## src/design/ifu_pkg.sv

```systemverilog
package ifu_pkg;

    // bus and datapath widths
    localparam int INST_ADDR_WIDTH = 32;
    localparam int INST_DATA_WIDTH = 32;

    typedef logic [INST_ADDR_WIDTH-1:0] inst_addr_t;   // byte address, word aligned
    typedef logic [INST_DATA_WIDTH-1:0] inst_data_t;   // one rv32 instruction word

    // first fetch after reset
    localparam inst_addr_t PC_RESET_ADDR = 32'h0000_0000;

    // major opcodes seen by the predictor
    localparam logic [6:0] OPC_JAL    = 7'b110_1111;   // jal
    localparam logic [6:0] OPC_BRANCH = 7'b110_0011;   // beq/bne/blt/bge/bltu/bgeu

    // IF/ID stage register contents
    typedef struct packed {
        inst_data_t inst;        // fetched word
        inst_addr_t inst_addr;   // where it came from
        logic       valid;       // slot holds a real instruction
        logic       pred_taken;  // predictor redirected fetch on this one
    } if_id_t;

    // oldest filled entry of the fetch queue
    typedef struct packed {
        inst_data_t inst;
        inst_addr_t inst_addr;
        logic       valid;       // head is filled and may be popped
    } fetch_rsp_t;

endpackage

```

## src/design/ifu_fetch_queue.sv

```systemverilog
`timescale 1ns/1ps

module ifu_fetch_queue import ifu_pkg::*; #(
    parameter int QUEUE_DEPTH = 4   // power of two, 2..8
) (
    input  logic       clk,
    input  logic       reset_i,
    input  logic       issue_i,    // address accepted on the bus
    input  inst_addr_t addr_i,     // address of that request
    input  logic       rvalid_i,   // response strobe, in order
    input  inst_data_t rdata_i,
    input  logic       pop_i,      // head taken by the IF stage
    input  logic       flush_i,    // redirect, drop younger work
    output logic       credit_o,   // room for one more request
    output fetch_rsp_t head_o
);

    localparam int IDX_W = $clog2(QUEUE_DEPTH);

    typedef logic [IDX_W:0]   ptr_t;   // slot index plus wrap bit
    typedef logic [IDX_W-1:0] idx_t;   // plain slot index
    typedef logic [IDX_W+1:0] cnt_t;   // alloc + discard, one spare bit

    // slot storage, payload only
    inst_addr_t addr_mem [QUEUE_DEPTH];
    inst_data_t data_mem [QUEUE_DEPTH];

    logic [QUEUE_DEPTH-1:0] filled_q;   // response has landed in slot

    // three pointers walk the ring in order: rd <= fill <= wr
    ptr_t rd_ptr_q;     // oldest allocated slot (head)
    ptr_t fill_ptr_q;   // next slot a response goes into
    ptr_t wr_ptr_q;     // next slot to allocate on issue
    ptr_t discard_q;    // responses still owed to a flushed path

    ptr_t alloc_cnt;
    ptr_t unfilled_cnt;
    ptr_t pending;
    idx_t rd_idx;
    idx_t fill_idx;
    idx_t wr_idx;
    logic rsp_dropped;

    assign rd_idx   = rd_ptr_q[IDX_W-1:0];
    assign fill_idx = fill_ptr_q[IDX_W-1:0];
    assign wr_idx   = wr_ptr_q[IDX_W-1:0];

    assign alloc_cnt    = wr_ptr_q - rd_ptr_q;     // slots in use
    assign unfilled_cnt = wr_ptr_q - fill_ptr_q;   // issued, no data yet
    assign pending      = discard_q + unfilled_cnt; // all responses in flight

    // stale response, eaten by the discard count
    assign rsp_dropped = rvalid_i && (discard_q != '0);

    // every in-flight response needs a place, live slot or discard
    assign credit_o = (cnt_t'(alloc_cnt) + cnt_t'(discard_q)) < cnt_t'(QUEUE_DEPTH);

    // head is always the oldest slot, valid once it is filled
    assign head_o.inst      = data_mem[rd_idx];
    assign head_o.inst_addr = addr_mem[rd_idx];
    assign head_o.valid     = filled_q[rd_idx];

    always_ff @(posedge clk) begin
        if (reset_i) begin
            rd_ptr_q   <= '0;
            fill_ptr_q <= '0;
            wr_ptr_q   <= '0;
            discard_q  <= '0;
            filled_q   <= '0;
        end else if (flush_i) begin
            // ring empties, popped head has already left
            rd_ptr_q   <= wr_ptr_q;
            fill_ptr_q <= wr_ptr_q;
            filled_q   <= '0;
            // outstanding requests turn into discards
            // a response in this very cycle is already accounted for
            discard_q  <= pending - ptr_t'(rvalid_i);
        end else begin
            if (issue_i) begin
                wr_ptr_q <= wr_ptr_q + ptr_t'(1);   // allocate
            end
            if (rvalid_i) begin
                if (rsp_dropped) begin
                    discard_q <= discard_q - ptr_t'(1);
                end else begin
                    filled_q[fill_idx] <= 1'b1;
                    fill_ptr_q         <= fill_ptr_q + ptr_t'(1);
                end
            end
            if (pop_i) begin
                filled_q[rd_idx] <= 1'b0;   // slot free again
                rd_ptr_q         <= rd_ptr_q + ptr_t'(1);
            end
        end
    end

    // payload writes, no reset needed
    always_ff @(posedge clk) begin
        if (issue_i) begin
            addr_mem[wr_idx] <= addr_i;   // remember what was asked for
        end
        if (rvalid_i && !rsp_dropped) begin
            data_mem[fill_idx] <= rdata_i;
        end
    end

endmodule

```

## src/design/sbpu.sv

```systemverilog
`timescale 1ns/1ps

// static predictor, looks only at the word leaving the fetch queue
module sbpu import ifu_pkg::*; (
    input  inst_data_t inst_i,        // popped instruction word
    input  inst_addr_t inst_addr_i,   // its address
    input  logic       inst_valid_i,  // word is really being popped
    output logic       taken_o,       // redirect fetch
    output inst_addr_t target_o       // predicted next pc
);

    logic [6:0] opcode;
    logic       is_jal;
    logic       is_branch;
    logic       back_branch;
    inst_addr_t imm_j;
    inst_addr_t imm_b;
    inst_addr_t offset;

    assign opcode = inst_i[6:0];

    // predecode, gated by valid so idle head never redirects
    assign is_jal    = inst_valid_i && (opcode == OPC_JAL);
    assign is_branch = inst_valid_i && (opcode == OPC_BRANCH);

    // J-type immediate, bit 0 implied zero
    assign imm_j = {
        {(INST_ADDR_WIDTH-20){inst_i[31]}},   // sign
        inst_i[19:12],
        inst_i[20],
        inst_i[30:21],
        1'b0
    };

    // B-type immediate, bit 0 implied zero
    assign imm_b = {
        {(INST_ADDR_WIDTH-12){inst_i[31]}},   // sign
        inst_i[7],
        inst_i[30:25],
        inst_i[11:8],
        1'b0
    };

    // sign bit of B-imm set means a backward branch, likely a loop
    assign back_branch = is_branch && inst_i[31];

    // jal always goes, branches only backward
    assign taken_o = is_jal || back_branch;

    assign offset   = is_jal ? imm_j : imm_b;
    assign target_o = inst_addr_i + offset;   // pc relative

endmodule

```

## src/design/ifu_pipe.sv

```systemverilog
`timescale 1ns/1ps

module ifu_pipe import ifu_pkg::*; (
    input  logic   clk,
    input  logic   reset_i,
    input  logic   stall_i,   // hold IF/ID
    input  logic   flush_i,   // kill what is in IF/ID
    input  if_id_t d_i,
    output if_id_t q_o
);

    logic       valid_q;       // control bit, the only one reset
    logic       pred_taken_q;
    inst_data_t inst_q;
    inst_addr_t inst_addr_q;

    // valid: reset and flush win over stall
    always_ff @(posedge clk) begin
        if (reset_i || flush_i) begin
            valid_q <= 1'b0;
        end else if (!stall_i) begin
            valid_q <= d_i.valid;
        end
    end

    // payload follows the stall only
    always_ff @(posedge clk) begin
        if (!stall_i) begin
            inst_q       <= d_i.inst;
            inst_addr_q  <= d_i.inst_addr;
            pred_taken_q <= d_i.pred_taken;   // meaningful only with valid
        end
    end

    assign q_o.inst       = inst_q;
    assign q_o.inst_addr  = inst_addr_q;
    assign q_o.valid      = valid_q;
    assign q_o.pred_taken = pred_taken_q;

endmodule

```

## src/design/ifu_ifetch.sv

```systemverilog
`timescale 1ns/1ps

module ifu_ifetch import ifu_pkg::*; (
    input  logic       clk,
    input  logic       reset_i,
    input  logic       stall_i,       // IF stage held by a later stage
    input  logic       jump_i,        // resolved redirect, one cycle
    input  inst_addr_t jump_addr_i,
    input  logic       arready_i,
    input  logic       credit_i,      // queue can take another request
    input  fetch_rsp_t head_i,        // oldest filled queue entry
    output logic       arvalid_o,
    output inst_addr_t araddr_o,
    output logic       issue_o,       // handshake done this cycle
    output logic       pop_o,         // head moves into IF/ID
    output logic       flush_o,       // drop younger queue entries
    output if_id_t     if_id_o
);

    inst_addr_t pc_q;
    logic       fetch_en_q;    // low in the first cycle out of reset
    logic       pred_taken;
    inst_addr_t pred_target;
    if_id_t     pipe_d;

    assign pop_o   = head_i.valid && !stall_i;
    assign flush_o = jump_i || pred_taken;   // either redirect

    // no new request while stalled or while the path is changing
    assign arvalid_o = fetch_en_q && credit_i && !stall_i && !flush_o;
    assign araddr_o  = pc_q;
    assign issue_o   = arvalid_o && arready_i;

    always_ff @(posedge clk) begin
        if (reset_i) begin
            fetch_en_q <= 1'b0;
        end else begin
            fetch_en_q <= 1'b1;
        end
    end

    // pc: reset, jump, prediction, +4 on accept, else hold
    always_ff @(posedge clk) begin
        if (reset_i) begin
            pc_q <= PC_RESET_ADDR;
        end else if (jump_i) begin
            pc_q <= jump_addr_i;     // later stage wins
        end else if (pred_taken) begin
            pc_q <= pred_target;
        end else if (issue_o) begin
            pc_q <= pc_q + 32'd4;    // next word
        end
    end

    // predecode only the word actually leaving the queue
    sbpu u_sbpu (
        .inst_i      (head_i.inst),
        .inst_addr_i (head_i.inst_addr),
        .inst_valid_i(pop_o),
        .taken_o     (pred_taken),
        .target_o    (pred_target)
    );

    always_comb begin
        pipe_d.inst       = head_i.inst;
        pipe_d.inst_addr  = head_i.inst_addr;
        pipe_d.valid      = head_i.valid;   // stall holds the register anyway
        pipe_d.pred_taken = pred_taken;
    end

    // predicted branch itself still goes down, only a jump kills IF/ID
    ifu_pipe u_ifu_pipe (
        .clk    (clk),
        .reset_i(reset_i),
        .stall_i(stall_i),
        .flush_i(jump_i),
        .d_i    (pipe_d),
        .q_o    (if_id_o)
    );

endmodule

```

## src/design/ifu_top.sv

```systemverilog
`timescale 1ns/1ps

module ifu_top import ifu_pkg::*; #(
    parameter int QUEUE_DEPTH = 4   // outstanding fetch slots
) (
    input  logic       clk,
    input  logic       reset_i,
    input  logic       stall_i,       // hold IF
    input  logic       jump_i,        // redirect strobe
    input  inst_addr_t jump_addr_i,
    // read address channel
    input  logic       arready_i,
    output logic       arvalid_o,
    output inst_addr_t araddr_o,
    // read data channel, always accepted
    input  logic       rvalid_i,
    input  inst_data_t rdata_i,
    // to decode
    output if_id_t     if_id_o
);

    logic       credit;
    logic       issue;
    logic       pop;
    logic       flush;
    fetch_rsp_t head;

    // pc, handshake, predictor, IF/ID
    ifu_ifetch u_ifu_ifetch (
        .clk        (clk),
        .reset_i    (reset_i),
        .stall_i    (stall_i),
        .jump_i     (jump_i),
        .jump_addr_i(jump_addr_i),
        .arready_i  (arready_i),
        .credit_i   (credit),
        .head_i     (head),
        .arvalid_o  (arvalid_o),
        .araddr_o   (araddr_o),
        .issue_o    (issue),
        .pop_o      (pop),
        .flush_o    (flush),
        .if_id_o    (if_id_o)
    );

    // keeps responses in request order
    ifu_fetch_queue #(
        .QUEUE_DEPTH(QUEUE_DEPTH)
    ) u_ifu_fetch_queue (
        .clk     (clk),
        .reset_i (reset_i),
        .issue_i (issue),
        .addr_i  (araddr_o),   // address accepted this cycle
        .rvalid_i(rvalid_i),
        .rdata_i (rdata_i),
        .pop_i   (pop),
        .flush_i (flush),
        .credit_o(credit),
        .head_o  (head)
    );

endmodule

```

## config.mk

```make
export PLATFORM = sky130hd
export DESIGN_NAME = ifu_top
export DESIGN_NICKNAME = d
export VERILOG_FILES = /design/src/design/ifu_pkg.sv /design/src/design/ifu_fetch_queue.sv /design/src/design/sbpu.sv /design/src/design/ifu_pipe.sv /design/src/design/ifu_ifetch.sv /design/src/design/ifu_top.sv
export SDC_FILE = /design/constraint.sdc
export NUM_CORES = 1
export LEC_CHECK = 0
export BUFFER_PORTS_ARGS = -buffer_cell sky130_fd_sc_hd__buf_4
export CORE_MARGIN = 3
export CORE_UTILIZATION = 30
export DETAILED_ROUTE_END_ITERATION = 10
export GPL_ROUTABILITY_DRIVEN = 0
export PLACE_DENSITY = 0.5
export RECOVER_POWER = 100
export REMOVE_ABC_BUFFERS = 1
export SLEW_MARGIN = 20
export SYNTH_ARGS = -nofsm -noshare
export SYNTH_HDL_FRONTEND = slang
export SYNTH_HIERARCHICAL = 1
export SYNTH_SLANG_ARGS = --single-unit
export TNS_END_PERCENT = 50
```

## constraint.sdc

```tcl
create_clock -name clk -period 14.1 [get_ports clk]
set_input_delay 0 -clock clk [delete_from_list [all_inputs] [get_ports clk]]
set_output_delay 0 -clock clk [all_outputs]
set_load 0.05 [all_outputs]
```

# [Word level (Yosys, flattened, before mapping)]
# Memories as Yosys holds them, arrays and structs flattened. A register that Yosys moved wholly into a read port is not among the register bits.
# Cells that the tools add are included.
[totals] n_memories=2 output_inout_bits=99 ramBits=256 word_cells=95 ff_bits=115
[memory_table] name="u_ifu_fetch_queue.addr_mem" words=4 word_bits=32 rd=1 rd_ports_with_merged_regs=1 wr=1 line="ifu_fetch_queue.sv:25" source="inst_addr_t addr_mem [QUEUE_DEPTH];"
[memory_table] name="u_ifu_fetch_queue.data_mem" words=4 word_bits=32 rd=1 rd_ports_with_merged_regs=1 wr=1 line="ifu_fetch_queue.sv:26" source="inst_data_t data_mem [QUEUE_DEPTH];"
[classes] n_bitwise=4 n_reduce_logical=27 mux=32 magnitude_cmp=5 eq_ne=3 addsub=11
[ops] op="$mux 32" n=3
[ops] op="$add 32x3->32 const B" n=1
[ops] op="$add 32x32->32" n=1
[ops] op="$mux 3" n=8
[ops] op="$mux 20" n=1
[ops] op="$mux 4" n=5
[ops] op="$eq 7x7->1 const B" n=2
[ops] op="$logic_and 1x1->1" n=12
[ops] op="$add 3x1->3 const B" n=3
[ops] op="$mux 1" n=8
[ops] op="$mux 2" n=4
[ops] op="$lt 2x3->1 const B" n=2
[ops] op="$reduce_and 2->1" n=3
[ops] op="$reduce_bool 2->1" n=3
[ops] op="$reduce_bool 3->1" n=2
[ops] op="$sub 3x3->3" n=2
[ops] op="$add 3x3->4" n=1
[ops] op="$and 4x4->4" n=1
[ops] op="$demux 1 s2" n=2
[ops] op="$ge 2x1->1 const B" n=2
[ops] op="$lt 4x3->1 const B" n=1
[ops] op="$not 4->4" n=1
[ops] op="$or 4x4->4" n=1
[ops] op="$add 3x3->3" n=1
[ops] op="8 further kinds" n=12

# [Logic depth before layout (Yosys ltp)]
[depth] ltp_word=13 depth_mapped=23 depth_no_buf=20

# [By module]
# The synthesis kept the hierarchy.
[by_module_without_submodules] mod="ifu_fetch_queue" area_each_um2=10446.3 cells_each=459 n_inst=1
[by_module_without_submodules] mod="ifu_ifetch" area_each_um2=2456.1 cells_each=331 n_inst=1
[by_module_without_submodules] mod="ifu_pipe" area_each_um2=2010.7 cells_each=71 n_inst=1
[by_module_without_submodules] mod="sbpu" area_each_um2=1873.0 cells_each=256 n_inst=1

# [Worst setup path after synthesis]
# OpenSTA, ideal clock, no wires.
[synth_path] kind="register -> register" startpoint="register (tool-made name)" endpoint="register u_ifu_ifetch.pc_q[31], in the netlist u_ifu_ifetch/araddr_o[31]" path_buffers=4 synth_period_minus_slack_ps=4656 path_slack_ps=9444 path_stages_with_launch=22 setup_ps=60 t_required_ps=14040 arrival_ps=4597 cell_sequence="dfxtp_1 > buf_4 > buf_4 > mux4_2 > nor3b_1 > and3_1 > clkbuf_1 > buf_2 > mux2_2 > ha_1 > inv_1 > fa_1 > nor2b_4 > o31a_1 > o31ai_4 > a41o_4 > o21a_4 > o221ai_2 > a311oi_2 > inv_1 > a221oi_1 > o221a_2"
[synth_lines] item="end signal, assigned" line="ifu_ifetch.sv:47" source="pc_q <= jump_addr_i;"
[synth_lines] item="end signal, assigned" line="ifu_ifetch.sv:49" source="pc_q <= pred_target;"
[synth_lines] item="end signal, assigned" line="ifu_ifetch.sv:51" source="pc_q <= pc_q + 32'd4;"
[synth_lines] item="end, declared" line="ifu_ifetch.sv:20" source="inst_addr_t pc_q;"

==> run_results.csv <==
group,metric,value,unit
clock_tree,root_buffer,"clkbuf_16",
floorplanning,fp.dieH,243,microns
setup_path,cp_data_arrival_time,9650,ps
cells_and_area,multi_input_area,5650,sq um
setup_path,worstSetupEndpointType,"register",
min_path,holdPathStages,4,
place,hpwlAfterDp,32300,microns
sta,grt_setup_unrepaired,"no",
setup_path,critical_path_class,"reg -> reg",
sta,layout_worst_path_cycle_share,0.653,
cells_and_area,layout_commonest_cell,"edfxtp_1",
clock_tree,cts_tree,"yes",
floorplanning,ios,169,
synth,synthTopCellsByArea,"edfxtp_1 (57%), mux4_2 (8.7%), dfxtp_1 (6.2%)",
synth,syn_area,16800,sq um
clock_tree,clock-sinks,373,
job,cap_viol_max_count,9,
cells_and_area,antenna_cells,0,
setup_path,r2r_setup_slack,4900,ps
synth,yosysSeqAreaShare,0.636,
clock_tree,htreeDepth,2,
grt,grt_start_max_net_pins,60,
grt,grt_use_total,0.157,
synth,synth_warnings,6,
setup_path,cp_data_required_time,14550,ps
grt,grt_use_met2,0.261,
cells_and_area,drive_gt1_frac,0.141,
clock_tree,clkSlewWorstSetupHoldPaths,60,ps
sta,max_freq,109,MHz
detailed_routing,drt_first_pass_iters,5,
setup_path,rr_worst_depth,17,
detailed_routing,vias_per_cell,5.01,
power,p_per_area,140,nW/um^2
place,numPortBuffers,168,
synth,yosys.area.top_type,"edfxtp_1",
synth,synthArstFlopShare,0,
synth,synth_top_area_frac,0.574,
detailed_routing,wire_per_inst,21.9,microns
synth,synth_seq_cells,373,
grt,grt_pass1_wl,70200,microns
grt,antenna_found_initial,1,
floorplanning,core,55200,sq um
run_status,violations,"max-capacitance violations, max-slew violations",
grt,use_met1,0.212,
min_path,hold_class,"in -> reg",
grt,top_usage_layer,"met2",
floorplanning,core.rowCount,86,
sta,clock_skew,21.6,ps
power,p_leak,0.00685,uW
floorplanning,die_width,243,microns
cells_and_area,finish.utilization,0.369,
setup_path,r2r-end,"u_ifu_ifetch/araddr_o[25]$_SDFFE_PP0P_",
detailed_routing,first_iter_violations,831,
detailed_routing,drc,0,
cells_and_area,fillers,5358,
detailed_routing,drt-total-wl,46900,microns
detailed_routing,vias,10700,
cells_and_area,seq_area,10700,sq um
clock_tree,clock_path_buffers,3,
synth,synth_cells,1117,
grt,grt_remaining_overflow,0,
sta,fin_crit,9200,ps
sta,max_slew_margin,-1.12,
cells_and_area,nNetsFinal,1485,
cells_and_area,area_growth,21.2,%
grt,grt_util_met3,0.0315,
floorplanning,die_area,58800,sq um
run_status,status,"finished with violations",
sta,setup_viol,0,
synth,yosysUniqueCellTypes,92,
setup_path,path_max_fanout,37,
setup_path,crit_end,"u_ifu_ifetch/araddr_o[25]$_SDFFE_PP0P_",
clock_tree,cts_inserted_buffers,41,
clock_tree,postCtsSetupBuffers,0,
detailed_routing,ant_nets,0,
grt,grt_pass1_vias,11000,
floorplanning,start_util,0.304,
sta,slew_viol_final,309,
synth,synth_edf_count,321,
sta,finalHoldViolations,0,
clock_tree,insertion_delay,570,ps
cells_and_area,layout_common_cells,"edfxtp_1 (321), clkbuf_1 (145), dlygate4sd3_1 (74)",
power,max-vdd-ir-drop,93.2,uV
sta,fin_setup_tns,0,ps
setup_path,crit_path_start_kind,"register",
synth,synth.avg_cell_area,15.0,sq um
sta,worst_pin_slew,3180,ps
synth,ys.flop_type,"edfxtp_1",
[cell usage after synthesis (7+ instances only)]
| cell | count |
|---|---|
| nor3_1 | 14 |
| ha_1 | 50 |
| nor2b_1 | 11 |
| clkbuf_1 | 23 |
| o21ai_0 | 44 |
| edfxtp_1 | 321 |
| buf_4 | 12 |
| o21a_1 | 7 |
| xnor2_1 | 29 |
| nand3_1 | 19 |
| a22oi_1 | 11 |
| xor2_1 | 14 |
| a211oi_1 | 13 |
| buf_2 | 9 |
| nor2_1 | 58 |
| dfxtp_1 | 52 |
| mux4_2 | 65 |
| mux2i_1 | 14 |
| a21oi_1 | 64 |
| and2_1 | 11 |
| inv_1 | 36 |
| nand2_1 | 64 |
| a21o_1 | 15 |
| nand4_1 | 17 |
[registers in the layout, summed over array words and instances, names as in the netlist, named ones only]
name,flops
u_ifu_fetch_queue/fill_ptr_q,3
u_ifu_fetch_queue/rd_ptr_q,3
u_ifu_ifetch/araddr_o,32
u_ifu_fetch_queue/data_mem,128
u_ifu_fetch_queue/filled_q,4
u_ifu_fetch_queue/wr_ptr_q,3
u_ifu_ifetch/u_ifu_pipe/inst_addr_q,32
u_ifu_ifetch/u_ifu_pipe/inst_q,32
u_ifu_ifetch/fetch_en_q,1
u_ifu_ifetch/u_ifu_pipe/valid_q,1
u_ifu_ifetch/u_ifu_pipe/pred_taken_q,1
u_ifu_fetch_queue/discard_q,3
u_ifu_fetch_queue/addr_mem,128
[where the power goes]
part,internal [uW],switching [uW]
Combinational,158,298
Clock,651,443
Sequential,1250,37.0
Total,2060,779
[metal layers]
metal	vias up	share of wire
li1	4863	-
met1	5483	0.44
met2	321	0.48
met3	58	0.061
met4	0	0.019
met5	-	0
[worst min path at each step]
stage | from | to
global route | jump_i | u_ifu_ifetch/araddr_o[19]$_SDFFE_PP0P_
floorplan | reset_i | u_ifu_fetch_queue/fill_ptr_q[2]$_SDFFE_PP0P_
global placement | rdata_i[0] | u_ifu_fetch_queue/data_mem[3][0]$_DFFE_PP_
finish | jump_addr_i[18] | u_ifu_ifetch/araddr_o[18]$_SDFFE_PP0P_
detailed placement | rdata_i[4] | u_ifu_fetch_queue/data_mem[3][4]$_DFFE_PP_
CTS | jump_addr_i[18] | u_ifu_ifetch/araddr_o[18]$_SDFFE_PP0P_
[what timing repair did]
item	4_1_cts	5_1_grt
resized for setup	0	0
hold buffers	74	0
endpoints found under the setup margin	0	0
hold endpoints to repair	171	0
[metrics by stage]
stage          cell area, sq um  worst slack [ps]  total power (uW)  hold WS [ps]  cells
6_report                  20300              4900              2840          49.9   2140
5_1_grt                   20300              3790              2960          71.8   2140
4_1_cts                   20900              7460              2900          30.8   2140
3_5_place_dp              18800              7900              1780           202   1990
3_3_place_gp              18800              7990              1780           203   1990
2_1_floorplan             16500              6140              1620          64.6   1064
[worst max-delay path, stage by stage (launching register included)]
cell           delay, ps
dfxtp_1             1820
clkbuf_1            2360
mux4_2               630
and3_1               670
mux2_2               420
ha_1                 220
inv_1                 70
fa_1                 240
nor2b_4               60
o31a_1               330
o31ai_4              260
a21oi_1              170
o221ai_1             420
o21ai_0              210
xor2_1               180
a22oi_1              230
o21ai_0              110
dlygate4sd3_1        660
[area by class of cell]
| cell class | count | share of cell area |
|---|---|---|
| clock buffer | 53 | 0.0547 |
| sequential | 373 | 0.525 |
| inverter | 36 | 0.00670 |
| clock inverter | 23 | 0.0126 |
| multi-input combinational | 655 | 0.278 |
| tap | 748 | 0.0460 |
| timing repair buffer | 252 | 0.0770 |
[cells by family (layout without fill, tap and decap cells)]
family	count (synthesis)	in the layout	share of synthesized area
AND/OR/NAND/NOR	240	240	0.0759
XOR/XNOR	44	44	0.0234
flip-flops	373	373	0.636
adder cells (fa/ha/maj)	56	56	0.0444
buffers and inverters	89	364	0.0246
multiplexers	84	84	0.0989
AO/OA/AOI/OAI	231	231	0.0965
No activity file was read; power rests on OpenSTA's default activity.
